## config.mk

```make
export PLATFORM = sky130hd
export DESIGN_NAME = load_ctrl
export DESIGN_NICKNAME = d
export VERILOG_FILES = /design/src/cnn_pkg.sv /design/src/load_ctrl.sv
export VERILOG_INCLUDE_DIRS = /design/src
export SDC_FILE = /design/constraint.sdc
export NUM_CORES = 1
export LEC_CHECK = 0
export BUFFER_PORTS_ARGS = -buffer_cell sky130_fd_sc_hd__buf_4
export CAP_MARGIN = 20
export CORE_MARGIN = 1.5
export CORE_UTILIZATION = 49
export CTS_CLUSTER_DIAMETER = 100
export CTS_CLUSTER_SIZE = 12
export DETAILED_ROUTE_END_ITERATION = 8
export PLACE_DENSITY = 0.74
export RECOVER_POWER = 25
export SLEW_MARGIN = 15
export SYNTH_ARGS = -nofsm -noshare
export SYNTH_HDL_FRONTEND = slang
export SYNTH_SLANG_ARGS = --single-unit
```

## constraint.sdc

```tcl
create_clock -name i_clk -period 2.4 [get_ports i_clk]
set_input_delay 0.24 -clock i_clk [delete_from_list [all_inputs] [get_ports i_clk]]
set_output_delay 0.24 -clock i_clk [all_outputs]
set_load 0.01 [all_outputs]
```

## src/cnn_settings.svh

```systemverilog
`ifndef CNN_SETTINGS_SVH
`define CNN_SETTINGS_SVH

// input channels per tile and per kernel set
`define CNN_CHANNELS 8

// tile edge in pixels
`define CNN_TILE 4

// kernel edge in weights
`define CNN_KERNEL 3

// tiles before a new kernel set is expected
`define CNN_TILES_PER_SET 2

// lowest bit of the pooled max that lands in the output byte
`define CNN_OUT_SHIFT 7

`endif

```

## src/cnn_pkg.sv

```systemverilog
`default_nettype none

`include "cnn_settings.svh"

package cnn_pkg;

    typedef logic signed [7:0]  pixel_t;   // pixel or weight
    typedef logic signed [22:0] acc_t;     // full conv sum over 8 channels
    typedef logic        [2:0]  chan_t;

    // flat stores, channel major then row then column
    typedef pixel_t [`CNN_CHANNELS*`CNN_KERNEL*`CNN_KERNEL-1:0] kern_arr_t;
    typedef pixel_t [`CNN_CHANNELS*`CNN_TILE*`CNN_TILE-1:0]     tile_arr_t;

    typedef struct packed {
        logic       en;
        chan_t      ch;
        logic [3:0] idx;    // row*3 + col
    } kern_wr_t;

    // one beat fills rows 2*pair and 2*pair+1 of column col
    typedef struct packed {
        logic       en;
        chan_t      ch;
        logic       pair;
        logic [1:0] col;
    } tile_wr_t;

    typedef struct packed {
        logic ox;
        logic oy;
        logic first;
        logic last;
    } win_pos_t;

    typedef enum logic [1:0] {
        ST_KERNEL,
        ST_TILE,
        ST_CONV
    } load_state_t;

endpackage

`default_nettype wire

```

## src/load_ctrl.sv

```systemverilog
`timescale 1ns/100ps
`default_nettype none

`include "cnn_settings.svh"

module load_ctrl
    import cnn_pkg::*;
(
    input  wire logic i_clk,
    input  wire logic i_rst,
    input  wire logic i_valid,
    output kern_wr_t  o_kern_wr,
    output tile_wr_t  o_tile_wr,
    output win_pos_t  o_pos,
    output logic      o_conv
);

    localparam int KBEATS = `CNN_KERNEL * `CNN_KERNEL;
    localparam int TBEATS = `CNN_TILE * `CNN_TILE / 2;    // two pixels per beat
    localparam int TCW    = $clog2(`CNN_TILES_PER_SET) + 1;

    load_state_t    state;
    logic [3:0]     beat_cnt;
    chan_t          ch_cnt;
    logic [TCW-1:0] tile_cnt;
    logic [1:0]     pos_cnt;    // bit 0 is ox, bit 1 is oy
    logic           last_ch;

    assign last_ch = (ch_cnt == chan_t'(`CNN_CHANNELS - 1));

    always_ff @(posedge i_clk or negedge i_rst)
    begin
        if (!i_rst)
        begin
            state    <= ST_KERNEL;
            beat_cnt <= '0;
            ch_cnt   <= '0;
            tile_cnt <= '0;
            pos_cnt  <= '0;
        end
        else
        begin
            case (state)
                ST_KERNEL:
                begin
                    if (i_valid)
                    begin
                        if (beat_cnt == 4'(KBEATS - 1))
                        begin
                            beat_cnt <= '0;
                            ch_cnt   <= last_ch ? '0 : ch_cnt + 1'b1;
                            if (last_ch)
                            begin
                                state <= ST_TILE;
                            end
                        end
                        else
                        begin
                            beat_cnt <= beat_cnt + 1'b1;
                        end
                    end
                end
                ST_TILE:
                begin
                    if (i_valid)
                    begin
                        if (beat_cnt == 4'(TBEATS - 1))
                        begin
                            beat_cnt <= '0;
                            ch_cnt   <= last_ch ? '0 : ch_cnt + 1'b1;
                            if (last_ch)
                            begin
                                state   <= ST_CONV;
                                pos_cnt <= '0;
                            end
                        end
                        else
                        begin
                            beat_cnt <= beat_cnt + 1'b1;
                        end
                    end
                end
                ST_CONV:
                begin
                    // i_valid ignored here
                    pos_cnt <= pos_cnt + 1'b1;
                    if (pos_cnt == 2'd3)
                    begin
                        if (tile_cnt == TCW'(`CNN_TILES_PER_SET - 1))
                        begin
                            tile_cnt <= '0;
                            state    <= ST_KERNEL;
                        end
                        else
                        begin
                            tile_cnt <= tile_cnt + 1'b1;
                            state    <= ST_TILE;
                        end
                    end
                end
                default:
                begin
                    state <= ST_KERNEL;
                end
            endcase
        end
    end

    assign o_kern_wr = '{
        en:  (state == ST_KERNEL) && i_valid,
        ch:  ch_cnt,
        idx: beat_cnt
    };

    assign o_tile_wr = '{
        en:   (state == ST_TILE) && i_valid,
        ch:   ch_cnt,
        pair: beat_cnt[2],      // beat / 4
        col:  beat_cnt[1:0]     // beat % 4
    };

    assign o_pos = '{
        ox:    pos_cnt[0],
        oy:    pos_cnt[1],
        first: pos_cnt == 2'd0,
        last:  pos_cnt == 2'd3
    };

    assign o_conv = (state == ST_CONV);

endmodule

`default_nettype wire

```

[Yosys cells after proc, flatten, opt, wreduce, memory -nomap -nowiden]
Cells that the tools add are included.
Cells by class
  add/subtract/negate cells: 4
  equal/unequal tests: 14
  mux-type cells: 25
  reductions and logical operators: 11
Operator list (number)
  $mux 2: 11
  $mux 4: 4
  $mux 3: 5
  $ne 2x2->1 const B: 7
  $pmux 4 s2: 1
  $reduce_and 7->1: 1
  $pmux 2 s3: 1
  $pmux 3 s2: 1
  $reduce_and 5->1: 1
  $add 2x1->2 const B: 2
  $add 4x1->4 const B: 1
  $eq 2x1->1 const B: 2
  $eq 2x2->1 const B: 2
  $eq 4x3->1 const B: 1
  $eq 4x4->1 const B: 1
  $logic_not 2->1: 2
  $pmux 2 s2: 1
  $reduce_and 4->1: 1
  $reduce_bool 2->1: 2
  $add 3x1->3 const B: 1
  $eq 3x3->1 const B: 1
  $reduce_and 3->1: 1
  $logic_and 1x1->1: 2
  $reduce_and 2->1: 1
  $mux 1: 1
Word-level totals
  flip-flop bits (word level): 13
  input port bits: 3
  output and inout port bits: 20
  word-level logic and storage cells: 59

[Longest topological paths before layout]
Gate-level depths: netlist of run 1.
  depth in word-level cells: 5
  depth in mapped cells: 6
  mapped depth without buffers: 6

[Worst setup path after synthesis of run 1]
No wires, ideal clock.
  path kind: flip-flop to flip-flop
  from: register beat_cnt[0]
  to: register beat_cnt[3]
  library setup time: 0.087 ns
  arrival time: 1.698 ns
  data required time: 2.313 ns
  setup slack: 0.616 ns
  stages on the path, launching flop included: 7
  path buffers: 0
  clock period less this slack: 1.784 ns
  path through: dfrtp_1 inv_1 ha_1 and3b_1 mux2_4 or4_1 o211ai_1
On the way
  longest elaborated chain between the ends: 4
  elaborated cells between the ends (all ways): 8
  those cells by class: 1 x add/sub; 2 x eq/ne; 5 x mux
Ends and longest elaborated chain
  start, declared: line load_ctrl.sv:23  | logic [3:0] beat_cnt;
  start signal, assigned: line load_ctrl.sv:59  | beat_cnt <= beat_cnt + 1'b1;
  start signal, assigned: line load_ctrl.sv:79  | beat_cnt <= beat_cnt + 1'b1;
  $add 4x1->4 (tied with other cells): line load_ctrl.sv:59, load_ctrl.sv:79
  $mux 4, on equally long branches: line load_ctrl.sv:67, load_ctrl.sv:48
  $mux 4, on equally long branches: line load_ctrl.sv:65, load_ctrl.sv:46
  $pmux 4 s2 (*): line load_ctrl.sv:43  | case (state)
Every way passes the cells marked *; elsewhere a longest branch is shown, timed or not. The select of a mux whose other input is x is not followed.
A chain may end at the register's enable or synchronous reset.

[Worst setup path after layout of run 1]
Same ends and word-level chain as after synthesis.

==> flow_summary_export.csv, run 1 <==
group,metric,value,unit
clock_tree,htree_levels,1,
floorplanning,dieArea,1830,sq um
sta,slew_violations,0,
synth,yosys_register_bits,13,
clock_tree,clk_pin_slew_worst_paths,0.08,ns
clock_tree,clock-sinks,13,
placed_design,io_buffers,22,
sta,setup_viol_count_final,0,
run,cap_violations,0,
clock_tree,numCtsBuffers,3,
placed_design,pre_cts_ws,0.571,ns
cells_and_area,drive_gt1_frac,0.299,
drt,vias_per_cell,5.16,
critical_path,critPathKind,"register to register",
critical_path,r2r-start,"beat_cnt[0]",
cells_and_area,syn_to_final_growth,19.8,%
drt,detail-route-antenna-nets,0,
critical_path,crit_family,"simple AND/OR/NAND/NOR gates",
placed_design,gp_congestion,0.748,
critical_path,start_kind,"register",
floorplanning,fp.dieH,42.8,um
floorplanning,placementRows,14,
power_and_ir_drop,total_power,0.608,mW
hold_path,hp-class,"primary input to register",
power_and_ir_drop,powerDensity,654,nW/um^2
synth,yosysWarnings,0,
grt,grt_pass1_wl,2.26,mm
grt,overflow,0,
critical_path,path_buf_inv,1,
grt,grt_pass1_vias,508,
placed_design,post-dp-hpwl,1.03,mm
synth,netlist_instances,79,
grt,grt_max_degree,14,
drt,drt_iter0_markers,9,
critical_path,critPathMaxStageDelay,0.46,ns
clock_tree,cts-root-buf,"clkbuf_4",
grt,grt_use_total,0.162,
drt,post_drt_wl_per_cell,12.2,um
sta,fin_ws,0.560,ns
floorplanning,die_w,42.8,um
hold_path,worstHoldStart,"i_valid",
drt,vias,583,
sta,fin_tns_setup,0,ns
floorplanning,num_io_pins,23,
critical_path,path_max_fanout,6,
sta,hold_viol,0,
sta,post-route-period-util,0.767,
clock_tree,cts_setup_buffers,0,
drt,drcViolationCount,0,
power_and_ir_drop,p_leak,0.509,nW
clock_tree,cts_tree,"done",
synth,yosysUniqueCellTypes,27,
clock_tree,cts_buffer_depth,2,
synth,ys_seq_area_frac,0.419,
sta,relSlewSlack,0.531,
cells_and_area,antenna_cells,0,
sta,worst_pin_slew,0.704,ns
power_and_ir_drop,max-vdd-ir-drop,0.000372,V
sta,skew,0.00161,ns
sta,fin_crit,1.84,ns
status,status,"complete, no violations",
critical_path,crit_chain,"inv_1 -> ha_1 -> and3b_1 -> mux2_4 -> or4_1 -> o211ai_1",
floorplanning,core_area,1490,sq um
synth,avgSynthCellArea,9.82,sq um
synth,synth_nets,88,
drt,dr.pass1.iters,4,
sta,rsz0062_at_grt,"no",
cells_and_area,nets,107,
synth,synth_area,776,sq um
critical_path,cp.required,2.60,ns
floorplanning,start_util,0.521,
critical_path,critPathSlowestCell,"or4_1",
sta,clock.fmax,544,MHz
critical_path,end_kind,"register",
critical_path,worstPathArrival,2.04,ns
clock_tree,insertion_delay,0.28,ns
grt,antenna_found_initial,0,
drt,drt-total-wl,1.38,mm
critical_path,startpoint,"beat_cnt[0]",
[stage by stage]
step | instance area (sq um) | hold WS (ns) | std cells | util
3_3_place_gp | 897 | 0.0958 | 108 | 0.603
2_1_floorplan | 776 | -0.0556 | 79 | -
3_5_place_dp | 897 | 0.0954 | 108 | 0.603
6_report | 930 | 0.312 | 113 | 0.624
4_1_cts | 933 | 0.308 | 113 | 0.627
5_1_grt | 930 | 0.343 | 113 | 0.624
[tightest hold or removal path: stages]
cell and delay, ns:
buf_4 0.09, nand3_1 0.08, nand2b_1 0.07, o21ai_0 0.06
[synth_stat cells]
library cell / number / share of area
or4_1: 1 / 0.0097
nand2b_4: 1 / 0.018
xnor2_1: 2 / 0.023
mux2_2: 3 / 0.044
clkbuf_1: 2 / 0.0097
buf_6: 1 / 0.015
and2_1: 1 / 0.0081
ha_1: 6 / 0.097
inv_1: 6 / 0.029
a22o_1: 1 / 0.011
nor2_1: 3 / 0.015
o21ai_1: 1 / 0.0064
nand2b_1: 2 / 0.016
mux2_4: 1 / 0.019
and3b_1: 2 / 0.023
dfrtp_1: 13 / 0.42
a21oi_1: 1 / 0.0064
o21ai_0: 3 / 0.019
a31oi_1: 2 / 0.016
mux2i_1: 1 / 0.013
or3_1: 1 / 0.0081
o22ai_1: 2 / 0.016
o211ai_1: 2 / 0.019
buf_4: 6 / 0.058
nor2b_1: 2 / 0.016
nand2_1: 11 / 0.053
nand3_1: 2 / 0.013
[routing by layer]
metal,share of wire,wire (um),GRT usage
met1,0.49,681,0.221
met2,0.46,642,0.245
met3,0.042,58,0.0298
met4,0,0,0.0750
met5,0,0,0
[kinds of logic (layout without fill, tap and decap cells)]
group | Yosys count | after routing | share of synthesized area
adder cells (fa/ha/maj) | 6 | 6 | 0.0968
AO/OA/AOI/OAI | 12 | 12 | 0.0951
buffers and inverters | 15 | 33 | 0.111
AND/OR/NAND/NOR | 26 | 26 | 0.179
flip-flops | 13 | 13 | 0.419
XOR/XNOR | 2 | 2 | 0.0226
multiplexers | 5 | 5 | 0.0758
[path summary, 6_finish.rpt]
| check | endpoint | slack (ns) | depth (start not counted) |
|---|---|---|---|
| min reg2reg | tile_cnt[1] | 0.51 | 2 |
| max reg2reg | beat_cnt[3] | 0.56 | 6 |
| min | state[0] | 0.31 | 4 |
| max in group asynchronous | ch_cnt[2] | 1.44 | 2 |
| min in group asynchronous | beat_cnt[2] | 0.51 | 2 |
| max | beat_cnt[3] | 0.56 | 6 |
[sequential cells by signal, summed over array words and instances (netlist names)]
signal,cells
beat_cnt,4
ch_cnt,3
pos_cnt,2
state,2
tile_cnt,2
[power by group]
part           total, mW  switching, mW  internal [mW]
clock network      0.140         0.0759         0.0644
registers          0.286         0.0402          0.246
logic              0.182         0.0844         0.0975
[cells in the final DEF (no fill, tap or decap), drive strengths merged, types with 2 or more instances in the layout]
cell type / instances
clkbuf: 5
xnor2: 2
ha: 6
o21ai: 4
o22ai: 2
buf: 21
nand2: 11
dfrtp: 13
inv: 6
a31oi: 2
nand2b: 3
and3b: 2
nor2b: 2
mux2: 4
nor2: 3
o211ai: 2
nand3: 2
[timing repair]
action / 4_1_cts / 5_1_grt
resized for setup: 0 / 0
hold buffers: 1 / 0
endpoints found under the hold margin: 13 / 0
setup endpoints to repair: 0 / 0
[layout make-up]
type | instances | area (sq um)
fill | 116 | 559
multi-input combinational | 51 | 364
sequential | 13 | 325
timing repair buffer | 23 | 171
clock buffer | 4 | 26.3
inverter | 6 | 22.5
tap | 16 | 20.0
Note: power is estimated with default switching activity, not from simulation.
==> run 2, diff against run 1 <==
Settings changed: ABC_AREA set to 1, CORE_UTILIZATION 49 to 50, PLACE_DENSITY 0.74 to 0.75.
Clock period 2.4 ns to 1.9 ns, I/O delays scaled along.
==> flow_summary_export.csv, run 2 <==
group,metric,value,unit
cells_and_area,stdcell_area,992,sq um
hold_path,hold_depth,3,
critical_path,worstPathArrival,1.24,ns
hold_path,hold_end,"state[1]",
status,status,"complete, no violations",
critical_path,r2r_cells,9,
synth,synth_area,820,sq um
synth,ys_async_sr_fraction,1.00,
drt,detail-route-antenna-nets,0,
synth,synth_most_common_cell,"nand2_1",
floorplanning,core_area,1520,sq um
power_and_ir_drop,powerDensity,1140,nW/um^2
synth,yosysWarnings,0,
sta,setup_viol_count_final,0,
clock_tree,ctsHoldBuffers,1,
hold_path,worstHoldStart,"i_valid",
floorplanning,placementRows,14,
cells_and_area,nets,137,
cells_and_area,layout_common_cells,"nand2_1 (29), buf_4 (21), dfrtp_1 (13), inv_1 (12), nand3_1 (9)",
floorplanning,start_util,0.538,
grt,grt_use_total,0.190,
clock_tree,cts_setup_buffers,0,
synth,ys.flop_type,"dfrtp_1",
clock_tree,cts-root-buf,"clkbuf_4",
synth,yosysUniqueCellTypes,18,
critical_path,cp.required,1.71,ns
critical_path,start_kind,"register",
cells_and_area,drive_gt1_frac,0.283,
synth,ys_seq_area_frac,0.397,
cells_and_area,layout_top_registers,"beat_cnt (4), ch_cnt (3)",
synth,yosys-top-cells-area,"dfrtp_1 (40%), nand2_1 (13%), ha_1 (9.2%)",
cells_and_area,antenna_cells,0,
grt,antenna_found_initial,0,
cells_and_area,regMostFlops,"beat_cnt",
sta,post-route-period-util,0.750,
power_and_ir_drop,p_leak,0.584,nW
drt,drt-total-wl,1.53,mm
sta,fin_crit,1.43,ns
hold_path,hp-class,"primary input to register",
placed_design,placedInstanceArea,960,sq um
sta,worst_pin_slew,0.709,ns
synth,yosys_register_bits,13,
sta,hold_viol,0,
floorplanning,fp.dieH,43.5,um
clock_tree,cts_tree,"done",
sta,clock.fmax,702,MHz
floorplanning,die_w,43.5,um
cells_and_area,layout_commonest_cell,"nand2_1",
synth,synth-edff-count,0,
drt,dr.pass1.iters,4,
synth,synthTopCellsByCount,"nand2_1 (29), dfrtp_1 (13), inv_1 (12), nand3_1 (9), nor2_1 (8)",
drt,drcViolationCount,0,
grt,grt_pass1_vias,633,
critical_path,r2r-start,"beat_cnt[0]",
critical_path,path_max_fanout,6,
cells_and_area,syn_to_final_growth,21.1,%
drt,vias_per_cell,5.04,
sta,relSlewSlack,0.528,
clock_tree,cts-resized-gates,0,
synth,netlist_instances,106,
clock_tree,insertion_delay,0.27,ns
grt,grt_max_degree,14,
cells_and_area,largest_register_ff_count,4,
grt,grt_pass1_wl,2.62,mm
sta,skew,0.00818,ns
run,cap_violations,0,
clock_tree,clk_pin_slew_worst_paths,0.09,ns
clock_tree,cts_buffer_depth,2,
power_and_ir_drop,max-vdd-ir-drop,0.000815,V
synth,avgSynthCellArea,7.73,sq um
critical_path,end_kind,"output pin",
clock_tree,numCtsBuffers,3,
placed_design,io_buffers,22,
drt,post_drt_wl_per_cell,10.7,um
grt,overflow,0,
clock_tree,htree_levels,1,
critical_path,r2r_slack,0.55,ns
placed_design,gp_congestion,0.794,
clock_tree,clock-sinks,13,
floorplanning,dieArea,1890,sq um
drt,vias,721,
sta,slew_violations,0,
critical_path,critPathKind,"register to output pin",
critical_path,startpoint,"state[1]",
drt,drt_iter0_markers,23,
sta,fin_tns_setup,0,ns
placed_design,post-dp-hpwl,1.22,mm
synth,synth_top_area_frac,0.397,
synth,synth_nets,115,
floorplanning,num_io_pins,23,
sta,rsz0062_at_grt,"no",
critical_path,r2r-end,"ch_cnt[1]",
synth,synth_top_cell_by_area,"dfrtp_1",
-- run 2: worst max-delay path, cell delays in order (launching register included) --
cell	delay, ns
dfrtp_1	0.50
inv_2	0.09
nor2_2	0.21
buf_4	0.17
-- run 2: where the power goes --
part	switching (mW)	total, mW	internal (mW)
Clock	0.0910	0.172	0.0813
Combinational	0.265	0.518	0.253
Sequential	0.0982	0.445	0.347
Total	0.454	1.13	0.681
-- run 2: cell type report --
| class | instances | area, sq um |
|---|---|---|
| Fill cell | 134 | 532 |
| Sequential cell | 13 | 325 |
| Multi-Input combinational cell | 70 | 385 |
| Timing Repair Buffer | 23 | 171 |
| Tap cell | 16 | 20.0 |
| Inverter | 17 | 63.8 |
| Clock buffer | 4 | 26.3 |
-- run 2: kinds of logic after synthesis --
logic type / share of synthesized area
xor+xnor: 0.0214
fa+ha+maj: 0.0916
simple gates: 0.318
buf+inv: 0.133
flops: 0.397
compound gates: 0.0397
-- run 2: worst max path at each step --
| stage | end |
|---|---|
| 2_1_floorplan | ch_cnt[0] |
| 3_5_place_dp | ch_cnt[2] |
| 6_report | o_conv |
| 4_1_cts | o_conv |
| 5_1_grt | o_conv |
| 3_3_place_gp | ch_cnt[2] |
-- run 2: metal layers --
layer,global-route usage,vias up,wire length [um],part of all wire
met2,0.301,17,746,0.49
li1,-,364,-,-
met5,0,-,0,0
met1,0.249,338,699,0.46
met4,0.0909,0,15,0.0098
met3,0.0375,2,70,0.046
-- run 2: metrics by stage --
stage                     setup slack, ns  total power [mW]  instances   util  hold slack (ns)
after floorplan                     0.634             0.789        106      -           -0.106
after global placement              0.576             0.964        138  0.630           0.0440
after detailed placement            0.554             0.974        138  0.630           0.0450
after CTS                           0.465              1.15        143  0.654            0.262
after global routing                0.367              1.22        143  0.651            0.293
final                               0.475              1.13        143  0.651            0.266
